[config.mk]
export PLATFORM = sky130hd
export DESIGN_NAME = decode_unit
export DESIGN_NICKNAME = d
export VERILOG_FILES = /design/src/rtl/decode_pkg.sv /design/src/rtl/decode_unit.sv /design/src/rtl/decode_cfg_regs.sv /design/src/rtl/decode_stage.sv /design/src/rtl/decode_format.sv
export SDC_FILE = /design/constraint.sdc
export NUM_CORES = 1
export LEC_CHECK = 0
export BUFFER_PORTS_ARGS = -buffer_cell sky130_fd_sc_hd__buf_2
export CORE_ASPECT_RATIO = 0.9
export CORE_MARGIN = 5
export CORE_UTILIZATION = 30
export CTS_CLUSTER_DIAMETER = 50
export CTS_CLUSTER_SIZE = 28
export DETAILED_ROUTE_END_ITERATION = 7
export GPL_TIMING_DRIVEN = 0
export PLACE_DENSITY = 0.64
export SLEW_MARGIN = 0
export SYNTH_ARGS = -nofsm -noshare
export SYNTH_HDL_FRONTEND = slang
export SYNTH_SLANG_ARGS = --single-unit
[constraint.sdc]
create_clock -name clk -period 12.2 [get_ports clk]
set_input_delay 1.83 -clock clk [delete_from_list [all_inputs] [get_ports clk]]
set_output_delay 1.83 -clock clk [all_outputs]
set_load 0.02 [all_outputs]
[src/rtl/decode_pkg.sv]
// decode stage definitions
`default_nettype none

package decode_pkg;

  localparam int ROBID_W = 7;
  localparam int BPTAG_W = 16;
  localparam int ICNT_W  = 16;

  // major opcodes, insn[6:2]
  localparam logic [4:0] OPC_LOAD      = 5'b00000;
  localparam logic [4:0] OPC_LOADFP    = 5'b00001;
  localparam logic [4:0] OPC_CUSTOM0   = 5'b00010;
  localparam logic [4:0] OPC_MISCMEM   = 5'b00011;
  localparam logic [4:0] OPC_OPIMM     = 5'b00100;
  localparam logic [4:0] OPC_AUIPC     = 5'b00101;
  localparam logic [4:0] OPC_OPIMM32   = 5'b00110;
  localparam logic [4:0] OPC_48B0      = 5'b00111;
  localparam logic [4:0] OPC_STORE     = 5'b01000;
  localparam logic [4:0] OPC_STOREFP   = 5'b01001;
  localparam logic [4:0] OPC_CUSTOM1   = 5'b01010;
  localparam logic [4:0] OPC_AMO       = 5'b01011;
  localparam logic [4:0] OPC_OP        = 5'b01100;
  localparam logic [4:0] OPC_LUI       = 5'b01101;
  localparam logic [4:0] OPC_OP32      = 5'b01110;
  localparam logic [4:0] OPC_64B       = 5'b01111;
  localparam logic [4:0] OPC_MADD      = 5'b10000;
  localparam logic [4:0] OPC_MSUB      = 5'b10001;
  localparam logic [4:0] OPC_NMSUB     = 5'b10010;
  localparam logic [4:0] OPC_NMADD     = 5'b10011;
  localparam logic [4:0] OPC_OPFP      = 5'b10100;
  localparam logic [4:0] OPC_RESERVED0 = 5'b10101;
  localparam logic [4:0] OPC_CUSTOM2   = 5'b10110;
  localparam logic [4:0] OPC_48B1      = 5'b10111;
  localparam logic [4:0] OPC_BRANCH    = 5'b11000;
  localparam logic [4:0] OPC_JALR      = 5'b11001;
  localparam logic [4:0] OPC_RESERVED1 = 5'b11010;
  localparam logic [4:0] OPC_JAL       = 5'b11011;
  localparam logic [4:0] OPC_SYSTEM    = 5'b11100;
  localparam logic [4:0] OPC_RESERVED2 = 5'b11101;
  localparam logic [4:0] OPC_CUSTOM3   = 5'b11110;
  localparam logic [4:0] OPC_80B       = 5'b11111;

  typedef enum logic [1:0] {
    ERR_IALIGN   = 2'd0,
    ERR_IFAULT   = 2'd1,
    ERR_IILLEGAL = 2'd2
  } ecause_e;

  typedef struct packed {
    logic               error;
    logic [31:1]        addr;
    logic [31:0]        insn;
    logic [BPTAG_W-1:0] bptag;
    logic               bptaken;
  } fetch_pkt_t;

  // one-hot format flags
  typedef struct packed {
    logic        r;
    logic        i;
    logic        s;
    logic        b;
    logic        u;
    logic        j;
    logic        inv;
    logic [31:0] imm;
  } fmt_t;

  // rd[5] set means no destination
  typedef struct packed {
    logic               error;
    ecause_e            ecause;
    logic [6:0]         retop;
    logic [BPTAG_W-1:0] bptag;
    logic               bptaken;
    logic [5:0]         rd;
    logic [31:2]        addr;
    logic               forward;
    logic [31:2]        target;
  } rob_req_t;

  typedef struct packed {
    logic [4:0]         rsop;
    logic [ROBID_W-1:0] robid;
    logic               uses_rs1;
    logic               uses_rs2;
    logic               uses_imm;
    logic               uses_memory;
    logic               uses_pc;
    logic               csr_access;
    logic               inhibit;
    logic [4:0]         rs1;
    logic [4:0]         rs2;
    logic [5:0]         rd;
    logic [31:2]        addr;
    logic [31:2]        target;
    logic [31:0]        imm;
  } rename_req_t;

  typedef struct packed {
    logic custom0_en;
    logic custom1_en;
  } cfg_t;

endpackage

`default_nettype wire
[src/rtl/decode_unit.sv]
// decode subsystem top
`timescale 1ns/1ps
`default_nettype none

module decode_unit (
  input  wire                              clk,
  input  wire                              reset_i,
  input  wire                              fetch_valid_i,
  input  wire decode_pkg::fetch_pkt_t      fetch_pkt_i,
  output logic                             decode_stall_o,
  output logic                             rob_valid_o,
  output decode_pkg::rob_req_t             rob_req_o,
  input  wire                              rob_full_i,
  input  wire                              rob_flush_i,
  input  wire [decode_pkg::ROBID_W-1:0]    rob_robid_i,
  output logic                             rename_valid_o,
  output decode_pkg::rename_req_t          rename_req_o,
  input  wire                              rename_stall_i,
  input  wire                              cfg_we_i,
  input  wire decode_pkg::cfg_t            cfg_wdata_i,
  output decode_pkg::cfg_t                 cfg_rdata_o,
  output logic [decode_pkg::ICNT_W-1:0]    illegal_count_o
);
  import decode_pkg::*;

  logic [31:0] insn;
  fmt_t        fmt;
  logic        illegal_pulse;

  decode_stage u_stage (
    .clk             (clk),
    .reset_i         (reset_i),
    .fetch_valid_i   (fetch_valid_i),
    .fetch_pkt_i     (fetch_pkt_i),
    .fmt_i           (fmt),
    .rob_full_i      (rob_full_i),
    .rob_flush_i     (rob_flush_i),
    .rob_robid_i     (rob_robid_i),
    .rename_stall_i  (rename_stall_i),
    .insn_o          (insn),
    .decode_stall_o  (decode_stall_o),
    .rob_valid_o     (rob_valid_o),
    .rob_req_o       (rob_req_o),
    .rename_valid_o  (rename_valid_o),
    .rename_req_o    (rename_req_o),
    .illegal_pulse_o (illegal_pulse)
  );

  decode_format u_format (
    .insn_i (insn),
    .cfg_i  (cfg_rdata_o),
    .fmt_o  (fmt)
  );

  decode_cfg_regs u_cfg (
    .clk             (clk),
    .reset_i         (reset_i),
    .cfg_we_i        (cfg_we_i),
    .cfg_wdata_i     (cfg_wdata_i),
    .illegal_pulse_i (illegal_pulse),
    .cfg_o           (cfg_rdata_o),
    .illegal_count_o (illegal_count_o)
  );

endmodule

`default_nettype wire

[src/rtl/decode_cfg_regs.sv]
// decode configuration registers
`timescale 1ns/1ps
`default_nettype none

module decode_cfg_regs (
  input  wire                           clk,
  input  wire                           reset_i,
  input  wire                           cfg_we_i,
  input  wire decode_pkg::cfg_t         cfg_wdata_i,
  input  wire                           illegal_pulse_i,
  output decode_pkg::cfg_t              cfg_o,
  output logic [decode_pkg::ICNT_W-1:0] illegal_count_o
);
  import decode_pkg::*;

  cfg_t              cfg_q;
  logic [ICNT_W-1:0] count_q;

  // custom groups enabled out of reset
  always_ff @(posedge clk) begin
    if (reset_i) begin
      cfg_q <= '{custom0_en: 1'b1, custom1_en: 1'b1};
    end else if (cfg_we_i) begin
      cfg_q <= cfg_wdata_i;
    end
  end

  // saturates at all ones
  always_ff @(posedge clk) begin
    if (reset_i) begin
      count_q <= '0;
    end else if (illegal_pulse_i && (count_q != '1)) begin
      count_q <= count_q + 1'b1;
    end
  end

  assign cfg_o           = cfg_q;
  assign illegal_count_o = count_q;

endmodule

`default_nettype wire

[src/rtl/decode_stage.sv]
// decode stage register and request builder
`timescale 1ns/1ps
`default_nettype none

module decode_stage (
  input  wire                              clk,
  input  wire                              reset_i,
  input  wire                              fetch_valid_i,
  input  wire decode_pkg::fetch_pkt_t      fetch_pkt_i,
  input  wire decode_pkg::fmt_t            fmt_i,
  input  wire                              rob_full_i,
  input  wire                              rob_flush_i,
  input  wire [decode_pkg::ROBID_W-1:0]    rob_robid_i,
  input  wire                              rename_stall_i,
  output logic [31:0]                      insn_o,
  output logic                             decode_stall_o,
  output logic                             rob_valid_o,
  output decode_pkg::rob_req_t             rob_req_o,
  output logic                             rename_valid_o,
  output decode_pkg::rename_req_t          rename_req_o,
  output logic                             illegal_pulse_o
);
  import decode_pkg::*;

  logic        valid_q;
  fetch_pkt_t  pkt_q;

  logic [4:0]  opc;
  logic [2:0]  funct3;
  logic [2:0]  brop;
  logic        insn_load;
  logic        insn_jalr;
  logic        insn_auipc;
  logic        insn_csr;
  logic        insn_lbcmp;
  logic        insn_aluext;
  logic        insn_complex;
  logic        altop;
  logic [4:0]  rs1;
  logic [4:0]  rs2;
  logic [4:0]  rd;
  logic        uses_rd;
  logic        uses_rs1;
  logic        uses_rs2;
  logic        uses_memory;
  logic        error;
  ecause_e     ecause;
  logic        target_ntaken;
  logic [31:1] target;
  logic [4:0]  rsop;

  assign decode_stall_o = rob_full_i | rename_stall_i;

  always_ff @(posedge clk) begin
    if (reset_i || rob_flush_i) begin
      valid_q <= 1'b0;
    end else if (!decode_stall_o) begin
      valid_q <= fetch_valid_i;
    end
  end

  always_ff @(posedge clk) begin
    if (!decode_stall_o && fetch_valid_i) begin
      pkt_q <= fetch_pkt_i;
    end
  end

  assign insn_o = pkt_q.insn;
  assign opc    = pkt_q.insn[6:2];
  assign funct3 = pkt_q.insn[14:12];
  assign rs1    = pkt_q.insn[19:15];
  assign rs2    = pkt_q.insn[24:20];
  assign rd     = pkt_q.insn[11:7];

  // instruction classes
  assign insn_load    = (opc == OPC_LOAD);
  assign insn_jalr    = (opc == OPC_JALR);
  assign insn_auipc   = (opc == OPC_AUIPC);
  assign insn_csr     = (opc == OPC_SYSTEM) && (funct3[1:0] != 2'b00);
  assign insn_lbcmp   = (opc == OPC_CUSTOM0) && (funct3[1:0] == 2'b11);
  assign insn_aluext  = (opc == OPC_CUSTOM1);
  assign insn_complex = fmt_i.r & pkt_q.insn[25];

  // srai/srli share funct3 101, insn[30] picks the arithmetic form
  assign altop = (fmt_i.r | (funct3 == 3'b101)) & pkt_q.insn[30];
  assign brop  = {~|funct3[2:1], funct3[2:1]};

  assign uses_rd     = (fmt_i.r | fmt_i.i | fmt_i.u | fmt_i.j) & (rd != 5'd0);
  // csr immediate forms take no rs1
  assign uses_rs1    = fmt_i.r | (fmt_i.i & (~insn_csr | ~funct3[2])) | fmt_i.s | fmt_i.b;
  assign uses_rs2    = fmt_i.r | fmt_i.s | fmt_i.b;
  assign uses_memory = insn_load | fmt_i.s | insn_lbcmp;

  assign error  = pkt_q.error | fmt_i.inv;
  assign ecause = pkt_q.error ? (pkt_q.addr[1] ? ERR_IALIGN : ERR_IFAULT) : ERR_IILLEGAL;

  // fall-through target when predicted taken or indirect
  assign target_ntaken = (fmt_i.b & pkt_q.bptaken) | insn_jalr;
  assign target = {pkt_q.addr[31:2], 1'b0} + (target_ntaken ? 31'd2 : fmt_i.imm[31:1]);

  always_comb begin
    if (uses_memory) begin
      rsop = {1'b0, fmt_i.s, funct3};
    end else if (fmt_i.j || insn_jalr || fmt_i.u) begin
      rsop = 5'b00000;
    end else if (fmt_i.b) begin
      rsop = {2'b01, brop};
    end else begin
      rsop = {insn_complex | insn_aluext, insn_complex | altop, funct3};
    end
  end

  assign rob_valid_o     = valid_q & ~rename_stall_i;
  assign rename_valid_o  = valid_q & ~error & ~rob_full_i;
  assign illegal_pulse_o = valid_q & ~decode_stall_o & error;

  always_comb begin
    rob_req_o.error   = error;
    rob_req_o.ecause  = ecause;
    rob_req_o.retop   = {fmt_i.b, funct3[0], insn_jalr, fmt_i.s, funct3};
    rob_req_o.bptag   = pkt_q.bptag;
    rob_req_o.bptaken = pkt_q.bptaken;
    rob_req_o.rd      = {~uses_rd, rd};
    rob_req_o.addr    = pkt_q.addr[31:2];
    rob_req_o.forward = insn_jalr;
    rob_req_o.target  = target[31:2];
  end

  always_comb begin
    rename_req_o.rsop        = rsop;
    rename_req_o.robid       = rob_robid_i;
    rename_req_o.uses_rs1    = uses_rs1;
    rename_req_o.uses_rs2    = uses_rs2;
    rename_req_o.uses_imm    = ~fmt_i.r & ~fmt_i.b;
    rename_req_o.uses_memory = uses_memory;
    rename_req_o.uses_pc     = fmt_i.j | insn_auipc;
    rename_req_o.csr_access  = insn_csr;
    rename_req_o.inhibit     = insn_jalr;
    rename_req_o.rs1         = rs1;
    rename_req_o.rs2         = rs2;
    rename_req_o.rd          = {~uses_rd, rd};
    rename_req_o.addr        = pkt_q.addr[31:2];
    rename_req_o.target      = target[31:2];
    // jal writes the link address, pc + 4
    rename_req_o.imm         = fmt_i.j ? 32'd4 : fmt_i.imm;
  end

endmodule

`default_nettype wire

[src/rtl/decode_format.sv]
// instruction format classifier
`timescale 1ns/1ps
`default_nettype none

module decode_format (
  input  wire [31:0]            insn_i,
  input  wire decode_pkg::cfg_t cfg_i,
  output decode_pkg::fmt_t      fmt_o
);
  import decode_pkg::*;

  logic [4:0]  opc;
  logic        is_r;
  logic        is_i;
  logic        is_s;
  logic        is_b;
  logic        is_u;
  logic        is_j;
  logic        is_inv;
  logic [31:0] imm;

  assign opc = insn_i[6:2];

  always_comb begin
    is_r   = 1'b0;
    is_i   = 1'b0;
    is_s   = 1'b0;
    is_b   = 1'b0;
    is_u   = 1'b0;
    is_j   = 1'b0;
    is_inv = 1'b0;
    // compressed encodings are not supported
    if (insn_i[1:0] != 2'b11) begin
      is_inv = 1'b1;
    end else begin
      case (opc)
        OPC_OP:                          is_r = 1'b1;
        OPC_OPIMM, OPC_LOAD, OPC_JALR:   is_i = 1'b1;
        OPC_MISCMEM, OPC_SYSTEM:         is_i = 1'b1;
        OPC_LUI, OPC_AUIPC:              is_u = 1'b1;
        OPC_STORE:                       is_s = 1'b1;
        OPC_BRANCH:                      is_b = 1'b1;
        OPC_JAL:                         is_j = 1'b1;
        OPC_CUSTOM0: begin
          is_r   = cfg_i.custom0_en;
          is_inv = ~cfg_i.custom0_en;
        end
        OPC_CUSTOM1: begin
          is_r   = cfg_i.custom1_en;
          is_inv = ~cfg_i.custom1_en;
        end
        // fp, amo, rv64, custom2/3, reserved and long encodings
        default:                         is_inv = 1'b1;
      endcase
    end
  end

  // sign-extended immediate per format
  always_comb begin
    case (1'b1)
      is_i:    imm = {{20{insn_i[31]}}, insn_i[31:20]};
      is_s:    imm = {{20{insn_i[31]}}, insn_i[31:25], insn_i[11:7]};
      is_b:    imm = {{19{insn_i[31]}}, insn_i[31], insn_i[7], insn_i[30:25],
                      insn_i[11:8], 1'b0};
      is_u:    imm = {insn_i[31:12], 12'b0};
      is_j:    imm = {{11{insn_i[31]}}, insn_i[31], insn_i[19:12], insn_i[20],
                      insn_i[30:21], 1'b0};
      default: imm = 32'd0;
    endcase
  end

  assign fmt_o = '{
    r:   is_r,
    i:   is_i,
    s:   is_s,
    b:   is_b,
    u:   is_u,
    j:   is_j,
    inv: is_inv,
    imm: imm
  };

endmodule

`default_nettype wire

; After elaboration in Yosys (flattened, before gate mapping)
; Cells that the tools add are included.
[totals]
ff_bits = 100
in_bits = 97
output_inout_bits = 242
wordCells = 109
[op_classes]
addsub = 2
eq_ne = 16
muxes = 26
bitwise = 40
n_reduce_logical = 16
[ops]
columns = operator, count
row1 = 32-bit 2-to-1 mux, 6
row2 = 31-bit adder, 1
row3 = 31-bit 2-to-1 mux, 1
row4 = "5-bit by 4-bit == test with 1-bit output, second input constant", 4
row5 = "5-bit == test, second input constant", 4
row6 = 1-bit bitwise OR, 18
row7 = "16-bit by 1-bit adder with 16-bit output, second input constant", 1
row8 = "16-bit != test, second input constant", 1
row9 = 5-bit 2-to-1 mux, 3
row10 = 1-bit 2-to-1 mux, 13
row11 = 1-bit AND, 11
row12 = 1-bit inverter, 11
row13 = 11-bit OR reduction, 1
row14 = "5-bit by 2-bit == test with 1-bit output, second input constant", 2
row15 = "5-bit by 3-bit == test with 1-bit output, second input constant", 2
row16 = 1-bit one-hot mux with 3 select lines, 2
row17 = 5-bit zero test, 1
row18 = 5-bit nonzero test, 1
row19 = 5-bit OR reduction, 1
row20 = 1-bit logical AND, 4
row21 = 2-bit OR reduction, 2
row22 = "3-bit == test, second input constant", 1
row23 = 1-bit logical OR, 3
row24 = "2-bit == test, second input constant", 1
row25 = 4 further kinds, 5

; Longest topological paths before layout
; Gate-level depths: netlist of the first run.
[logic_depth]
depth_word = 10
ltp_mapped = 19
depth_no_buf = 15

; Cells and area by module
; From an unflattened synthesis of the first run, not the netlist that was laid out.
[hier_totals]
hier_cells = 841
area_unflattened_um2 = 7847.5
[modules_own_cells]
columns = mod, instances, cells_per_inst, area_each_um2, seq_area_each_um2
row1 = decode_stage, 1, 631, 6184.7, 2452.4
row2 = decode_cfg_regs, 1, 105, 942.2, 360.3
row3 = decode_format, 1, 105, 720.7, 0.0

; Least setup slack after synthesis of the first run
; Ideal clock, no wire load.
[synth_path]
path_type = flip-flop to output port
startpoint = register u_stage.pkt_q, in the netlist u_stage.insn_o[4]
endpoint = output rob_req_o[22] in the netlist's numbering
arrival_time_ns = 4.065
slack_ns = 6.305
path_stages_with_launch = 18
path_buffers = 2
path_cell_list = edfxtp_1 > buf_2 > xor2_1 > a31oi_1 > nor2_1 > o21a_1 > or2_1 > a221o_1 > ha_1 > fa_1 > a211oi_1 > o21ai_1 > a31oi_1 > a21boi_1 > o21ai_1 > o31ai_1 > a41oi_1 > buf_4
[synth_rtl]
columns = element, line
row1 = start: declaration, decode_stage.sv:26  ; fetch_pkt_t pkt_q;
row2 = start signal: assignment, decode_stage.sv:64  ; pkt_q <= fetch_pkt_i;
row3 = end: declaration, decode_unit.sv:12  ; output decode_pkg::rob_req_t rob_req_o,

==> impl_metrics.env, run 1 <==
export IMPL_status="completed"
export IMPL_timing_critical_path_buf_inv=4
export IMPL_final_min_period_over_clock_period_pct=55.5
export IMPL_report_final_hold_viol_count=0
export IMPL_detailed_place_hpwl_um=19800
export IMPL_syn_area_sq_um=7100
export IMPL_most_frequent_standard_cell_in_the_layout_excluding_fill_and_tap_cells="sky130_fd_sc_hd__buf_2"
export IMPL_gr_util_all_layers_pct=17.2
export IMPL_synth_enable_flop_cells=81
export IMPL_post_route_drc_count=0
export IMPL_chipWidth_um=172
export IMPL_asyncSetResetFlopFracSynth_pct=0
export IMPL_placement_rows=53
export IMPL_design_core_area_sq_um=23300
export IMPL_crit_path_max_fanout=10
export IMPL_power_density_nw_per_um2=95.0
export IMPL_report_power_total_uw=897
export IMPL_final_period_minus_worst_setup_slack_ns=6.77
export IMPL_tritoncts_num_sinks=100
export IMPL_cp_slowest_cell="sky130_fd_sc_hd__clkbuf_1"
export IMPL_drive_above_1_share_pct=47.7
export IMPL_max_freq_ghz=0.148
export IMPL_detail_route_wirelength_um=24100
export IMPL_slew_viol_final=0
export IMPL_insertedDiodeCount=0
export IMPL_initial_antenna_violation_count=3
export IMPL_worst_setup_path_startpoint="u_stage.insn_o[5]"
export IMPL_die_height_um=156
export IMPL_num_vias=6539
export IMPL_tritoncts="done"
export IMPL_synth_ff_latch_count=100
export IMPL_setup_violations_final=0
export IMPL_grt_first_pass_wirelength_um=35500
export IMPL_crit_path_end_kind="output port"
export IMPL_clock_tree_htree_level_count=3
export IMPL_cap_viol_max_count=0
export IMPL_crit_end="rob_req_o[22]"
export IMPL_min_from="u_cfg.illegal_count_o[14]"
export IMPL_largest_net_degree_at_the_start_of_global_routing=61
export IMPL_grt_overflow=0
export IMPL_power_ir_vdd_worst_mv=0.0575
export IMPL_post_synth_cell_area_avg_sq_um=9.38
export IMPL_leakage_uw=0.00470
export IMPL_yosys_cell_types_count=68
export IMPL_post_cts_buffers=0
export IMPL_critical_path_top_delay_family="compound AO/OA/AOI/OAI gates"
export IMPL_worst_r2r_path_cells=8
export IMPL_criticalPathCategory="register to output port"
export IMPL_final_net_count=1227
export IMPL_required_ns=10.37
export IMPL_io_buffers=330
export IMPL_worst_setup_hold_path_clk_slew_ns=0.08
export IMPL_hold_buf_cts=0
export IMPL_clock_path_buffers=2
export IMPL_setup_worst_path_start_class="register"
export IMPL_initial_core_util_pct=30.4
export IMPL_drt_pass1_iter_count=6
export IMPL_critical_path_cell_chain="buf_2 > nand2_1 > or2_1 > nor3_4 > clkbuf_1 > nor2_1 > fa_1 > a211oi_1 > o21ai_1 > a31oi_1 > a21boi_1 > o21ai_1 > o31ai_1 > a41oi_1 > buf_4 > buf_2"
export IMPL_max_slew_headroom_at_the_worst_pin_pct=57.6
export IMPL_drt_vias_per_instance=4.65
export IMPL_synthCells=757
export IMPL_floorplan_io_pins=339
export IMPL_most_common_layout_cells="sky130_fd_sc_hd__buf_2 (338), sky130_fd_sc_hd__buf_4 (149), sky130_fd_sc_hd__edfxtp_1 (81), sky130_fd_sc_hd__nor2_1 (67), sky130_fd_sc_hd__nand2_1 (60)"
export IMPL_first_global_vias=6261
export IMPL_post_cts_resized=0
export IMPL_syn_nets=885
export IMPL_timing_clock_skew_ns=0.00725
export IMPL_final_non_filler_cells=1406
export IMPL_post_drt_wl_per_cell_um=17.1
export IMPL_cp_num_cells=16
export IMPL_timing_critical_path_slowest_cell_delay_ns=0.48
export IMPL_numCtsBuffers=9
export IMPL_clock_tree_root="sky130_fd_sc_hd__clkbuf_16"
export IMPL_worst_hold_path_type="register to register"
export IMPL_ys_warn_count=0
export IMPL_synth_sequential_area_ratio_pct=39.6
export IMPL_timing_critical_path_arrival_ns=4.94
export IMPL_route_antenna_remaining_nets=0
export IMPL_totalNegativeSetupSlack_ns=0
export IMPL_gp_routability_congestion=0.869
export IMPL_reg2reg_start="u_stage.insn_o[2]"
export IMPL_dp_cells=1390
export IMPL_ys_flop_type="sky130_fd_sc_hd__edfxtp_1"
export IMPL_floorplan_die_area_sq_um=26800
export IMPL_setup_repair_after_global_routing_missed_its_margin="false"
export IMPL_worstMarginPinSlew_ns=0.636
export IMPL_reg2reg_setup_slack_ns=10.07
export IMPL_area_growth_syn_to_layout_pct=33.1
export IMPL_first_iter_violations=312
export IMPL_worst_skew_pair_late_latency_ns=0.36
export IMPL_worst_reg2reg_path_endpoint="u_cfg.illegal_count_o[14]"
==> power by group <==
part / internal [uW] / total, uW / switching [uW]
sequential: 384 / 398 / 13.7
clock: 144 / 293 / 149
combinational: 88.4 / 206 / 118
total: 616 / 897 / 281
==> layout make-up <==
cell class | instances | area (sq um)
repair buffers | 331 | 1680
clock inverters | 7 | 67.6
well taps | 302 | 378
inverters | 9 | 33.8
flip-flops and latches | 100 | 2810
multi-input cells | 471 | 3020
fillers | 2398 | 13900
plain buffers | 177 | 1230
clock buffers | 9 | 225
==> worst min-delay path, delay by kind of cell (launching register included) <==
family / cells / cell delay (ns)
AO/OA/AOI/OAI: 2 / 0.13
flip-flops: 1 / 0.33
==> flip-flops by register name (all words and copies together), names as in the netlist <==
register and cells:
u_stage.valid_q 1, u_stage.insn_o 32, u_cfg.illegal_count_o 16, u_stage.pkt_q 2, u_cfg.cfg_o 2, u_stage.rob_req_o 17
u_stage.rename_req_o 30
==> worst min-delay path by stage <==
| stage | end | cells past startpoint | slack [ns] |
|---|---|---|---|
| CTS | u_cfg.illegal_count_o[14] | 2 | 0.51 |
| floorplan | u_stage.valid_q | 2 | 0.50 |
| finish | u_cfg.illegal_count_o[14] | 2 | 0.51 |
| global route | u_cfg.illegal_count_o[8] | 2 | 0.54 |
| global placement | u_cfg.illegal_count_o[5] | 2 | 0.48 |
| detailed placement | u_cfg.illegal_count_o[14] | 2 | 0.50 |
==> metrics by stage <==
step | hold WS [ns] | util [%] | cell area (sq um) | worst slack, ns
6_report | 0.505 | 40.5 | 9450 | 5.43
4_1_cts | 0.509 | 40.5 | 9450 | 5.40
3_5_place_dp | 0.498 | 39.2 | 9160 | 5.81
2_1_floorplan | 0.502 | - | 7100 | 6.31
3_3_place_gp | 0.477 | 39.1 | 9130 | 5.82
5_1_grt | 0.545 | 40.5 | 9450 | 5.06
==> cell usage after synthesis, drive strengths merged (12+ instances only) <==
cell type	instances	area [sq um]
xor2	16	140
a21o	21	158
a21oi	61	320
and2	20	125
nand2	60	225
clkbuf	20	75.1
dfxtp	19	380
o21ai	31	163
xnor2	18	158
edfxtp	81	2430
nand3	12	65.1
nand4	13	81.3
ha	30	375
nor2	68	263
buf	157	1160
==> metal layers <==
metal / wire, um / vias up / global-route usage [%]
li1: - / 3230 / -
met3: 2070 / 29 / 5.17
met5: 31 / - / 0
met1: 9890 / 3004 / 21.6
met4: 374 / 6 / 3.67
met2: 11700 / 270 / 29.5
==> cells by family (layout without fill, tap and decap cells) <==
logic type | after synthesis | count (layout) | synth area share [%]
and+or+nand+nor | 234 | 234 | 16.6
adders and majority gates | 31 | 31 | 5.57
AOI/OAI and AO/OA | 170 | 170 | 15.9
muxes | 2 | 2 | 0.282
xor gates and xnor gates | 34 | 34 | 4.20
DFF | 100 | 100 | 39.6
buffers and inverters | 186 | 533 | 17.9
Note: power is estimated with default switching activity, not from simulation.
==> inputs of run 2 (changes only) <==
--- a/config.mk
+++ b/config.mk
@@ -13,7 +13,7 @@
 export CTS_CLUSTER_SIZE = 28
 export DETAILED_ROUTE_END_ITERATION = 7
 export GPL_TIMING_DRIVEN = 0
-export PLACE_DENSITY = 0.64
+export PLACE_DENSITY = 0.66
 export SLEW_MARGIN = 0
 export SYNTH_ARGS = -nofsm -noshare
 export SYNTH_HDL_FRONTEND = slang
==> constraint.sdc (replaced) <==
create_clock -name clk -period 5.8 [get_ports clk]
set_input_delay 0.87 -clock clk [delete_from_list [all_inputs] [get_ports clk]]
set_output_delay 0.87 -clock clk [all_outputs]
set_load 0.02 [all_outputs]
==> run 2 against run 1 <==
Against the previous run: worst setup slack got worse by 5.2 ns; combinational power is 110% higher; utilization increased by 0.27 points; via count rose by 1.3%; total power up 110%; sequential cell count unchanged; die area unchanged; count of clock-buffer cells in the layout up 1; register-to-register slack got worse by 6.4 ns; sequential power rose by 110%; clock skew rose by 0.0013 ns; largest cell class unchanged.
==> impl_metrics.env, run 2 (same netlist as run 1, synthesis figures left out) <==
export IMPL_drive_above_1_share_pct=48.9
export IMPL_required_ns=4.93
export IMPL_most_common_layout_cells="sky130_fd_sc_hd__buf_2 (339), sky130_fd_sc_hd__buf_4 (149), sky130_fd_sc_hd__edfxtp_1 (81), sky130_fd_sc_hd__nor2_1 (66), sky130_fd_sc_hd__nand2_1 (60)"
export IMPL_io_buffers=330
export IMPL_clock_path_buffers=2
export IMPL_die_height_um=156
export IMPL_critical_path_cell_chain="buf_2 > xor2_1 > a31oi_1 > nor2_1 > o21a_2 > or2_1 > a221o_1 > ha_1 > fa_1 > a211oi_2 > o21ai_2 > a31oi_1 > a21boi_1 > o21ai_2 > o31ai_1 > a41oi_1 > buf_4 > buf_2"
export IMPL_max_freq_ghz=0.180
export IMPL_routedLengthMet1_um=9900
export IMPL_largest_reg_flops=32
export IMPL_crit_path_max_fanout=10
export IMPL_slew_viol_final=0
export IMPL_most_frequent_standard_cell_in_the_layout_excluding_fill_and_tap_cells="sky130_fd_sc_hd__buf_2"
export IMPL_final_period_minus_worst_setup_slack_ns=5.57
export IMPL_worstMarginPinSlew_ns=0.620
export IMPL_initial_antenna_violation_count=4
export IMPL_worst_hold_path_type="register to register"
export IMPL_clock_tree_root="sky130_fd_sc_hd__clkbuf_16"
export IMPL_final_min_period_over_clock_period_pct=96.0
export IMPL_detail_route_wirelength_um=24300
export IMPL_placement_cell_area_sq_um=9160
export IMPL_highest_metal_layer_with_signal_wires="met5"
export IMPL_first_iter_violations=315
export IMPL_cap_viol_max_count=0
export IMPL_fillers=2361
export IMPL_status="completed"
export IMPL_power_ir_vdd_worst_mv=0.129
export IMPL_drt_vias_per_instance=4.71
export IMPL_area_growth_syn_to_layout_pct=34.0
export IMPL_num_vias=6622
export IMPL_floorplan_die_area_sq_um=26800
export IMPL_gr_util_all_layers_pct=17.4
export IMPL_max_slew_headroom_at_the_worst_pin_pct=58.5
export IMPL_setup_violations_final=0
export IMPL_criticalPathCategory="register to output port"
export IMPL_post_drt_wl_per_cell_um=17.3
export IMPL_detailed_place_hpwl_um=19900
export IMPL_cp_slowest_cell="sky130_fd_sc_hd__fa_1"
export IMPL_tritoncts="done"
export IMPL_timing_clock_skew_ns=0.00850
export IMPL_wl_met3_um=1970
export IMPL_final_net_count=1226
export IMPL_timing_critical_path_slowest_cell_delay_ns=0.45
export IMPL_worst_setup_hold_path_clk_slew_ns=0.08
export IMPL_gp_routability_congestion=0.941
export IMPL_grt_first_pass_wirelength_um=36100
export IMPL_timing_critical_path_arrival_ns=4.70
export IMPL_post_route_drc_count=0
export IMPL_largest_net_degree_at_the_start_of_global_routing=53
export IMPL_hold_buf_cts=0
export IMPL_crit_path_end_kind="output port"
export IMPL_design_core_area_sq_um=23300
export IMPL_report_final_hold_viol_count=0
export IMPL_initial_core_util_pct=30.4
export IMPL_fin_hold_ws_ns=0.510
export IMPL_leakage_uw=0.00473
export IMPL_tritoncts_num_sinks=100
export IMPL_floorplan_io_pins=339
export IMPL_numCtsBuffers=9
export IMPL_chipWidth_um=172
export IMPL_totalNegativeSetupSlack_ns=0
export IMPL_clock_tree_htree_level_count=3
export IMPL_post_cts_resized=0
export IMPL_setup_worst_path_start_class="register"
export IMPL_setup_repair_after_global_routing_missed_its_margin="false"
export IMPL_final_design_area_no_fill_sq_um=9510
export IMPL_detail_route_met2_wl_um=12000
export IMPL_power_density_nw_per_um2=201
export IMPL_drt_pass1_iter_count=5
export IMPL_placement_rows=53
export IMPL_route_antenna_remaining_nets=0
export IMPL_post_cts_buffers=0
export IMPL_grt_overflow=0
export IMPL_first_global_vias=6391
export IMPL_worst_skew_pair_late_latency_ns=0.36
## run 2: cell types whose count changed in the layout (fill, tap and decap cells not counted), sizes merged
cell    before  now
clkinv       4    1
clkbuf      29   28
diode        0    1
buf        488  489
inv         12   14
## run 2: critical path, delay by kind of cell, from the launching register on
kind / cells / cell delay [ns]
compound gates: 10 / 2.28
xor+xnor: 1 / 0.15
fa+ha+maj: 2 / 0.67
buf+inv: 3 / 0.51
flops: 1 / 0.41
simple gates: 2 / 0.32
## run 2: worst paths after layout
path / start / endpoint / slack [ns] / cells after the start
setup / recovery: u_stage.insn_o[4] / rob_req_o[22] / 0.23 / 18
hold / removal: u_cfg.illegal_count_o[5] / u_cfg.illegal_count_o[5] / 0.51 / 2
setup reg to reg: u_stage.insn_o[5] / u_cfg.illegal_count_o[14] / 3.64 / 7
hold reg to reg: u_cfg.illegal_count_o[5] / u_cfg.illegal_count_o[5] / 0.51 / 2
## run 2: per-stage QoR
stage          power [uW]  setup slack (ns)  util (%)  std cells
3_3_place_gp         1290             0.385      39.1       1389
5_1_grt              2010            0.0130      40.8       1406
2_1_floorplan        1140             0.865         -        757
4_1_cts              1940           0.00110      40.5       1406
3_5_place_dp         1290             0.413      39.2       1390
6_report             1910             0.233      40.8       1406
## run 2: cell type report
| cell class | count | area, sq um | area share, % |
|---|---|---|---|
| clock buffers | 10 | 239 | 2.51 |
| repair buffers | 331 | 1680 | 17.7 |
| multi-input cells | 471 | 3070 | 32.3 |
| clock inverters | 6 | 62.6 | 0.658 |
| diodes | 1 | 2.50 | 0.0263 |
| well taps | 302 | 378 | 3.97 |
| flip-flops and latches | 100 | 2810 | 29.6 |
| plain buffers | 176 | 1230 | 13.0 |
| inverters | 9 | 33.8 | 0.355 |
## run 2: where the power goes
group	leakage [uW]	total (uW)	internal, uW	switching, uW
Combinational	0.00368	438	187	251
Clock	0.000149	639	317	322
Sequential	0.000898	836	808	28.5
Total	0.00473	1910	1310	601
## run 2: layer usage
layer	global-route usage [%]	vias to the layer above
met4	3.44	6
li1	-	3229
met1	21.3	3061
met3	4.74	36
met2	30.9	290
met5	0	-
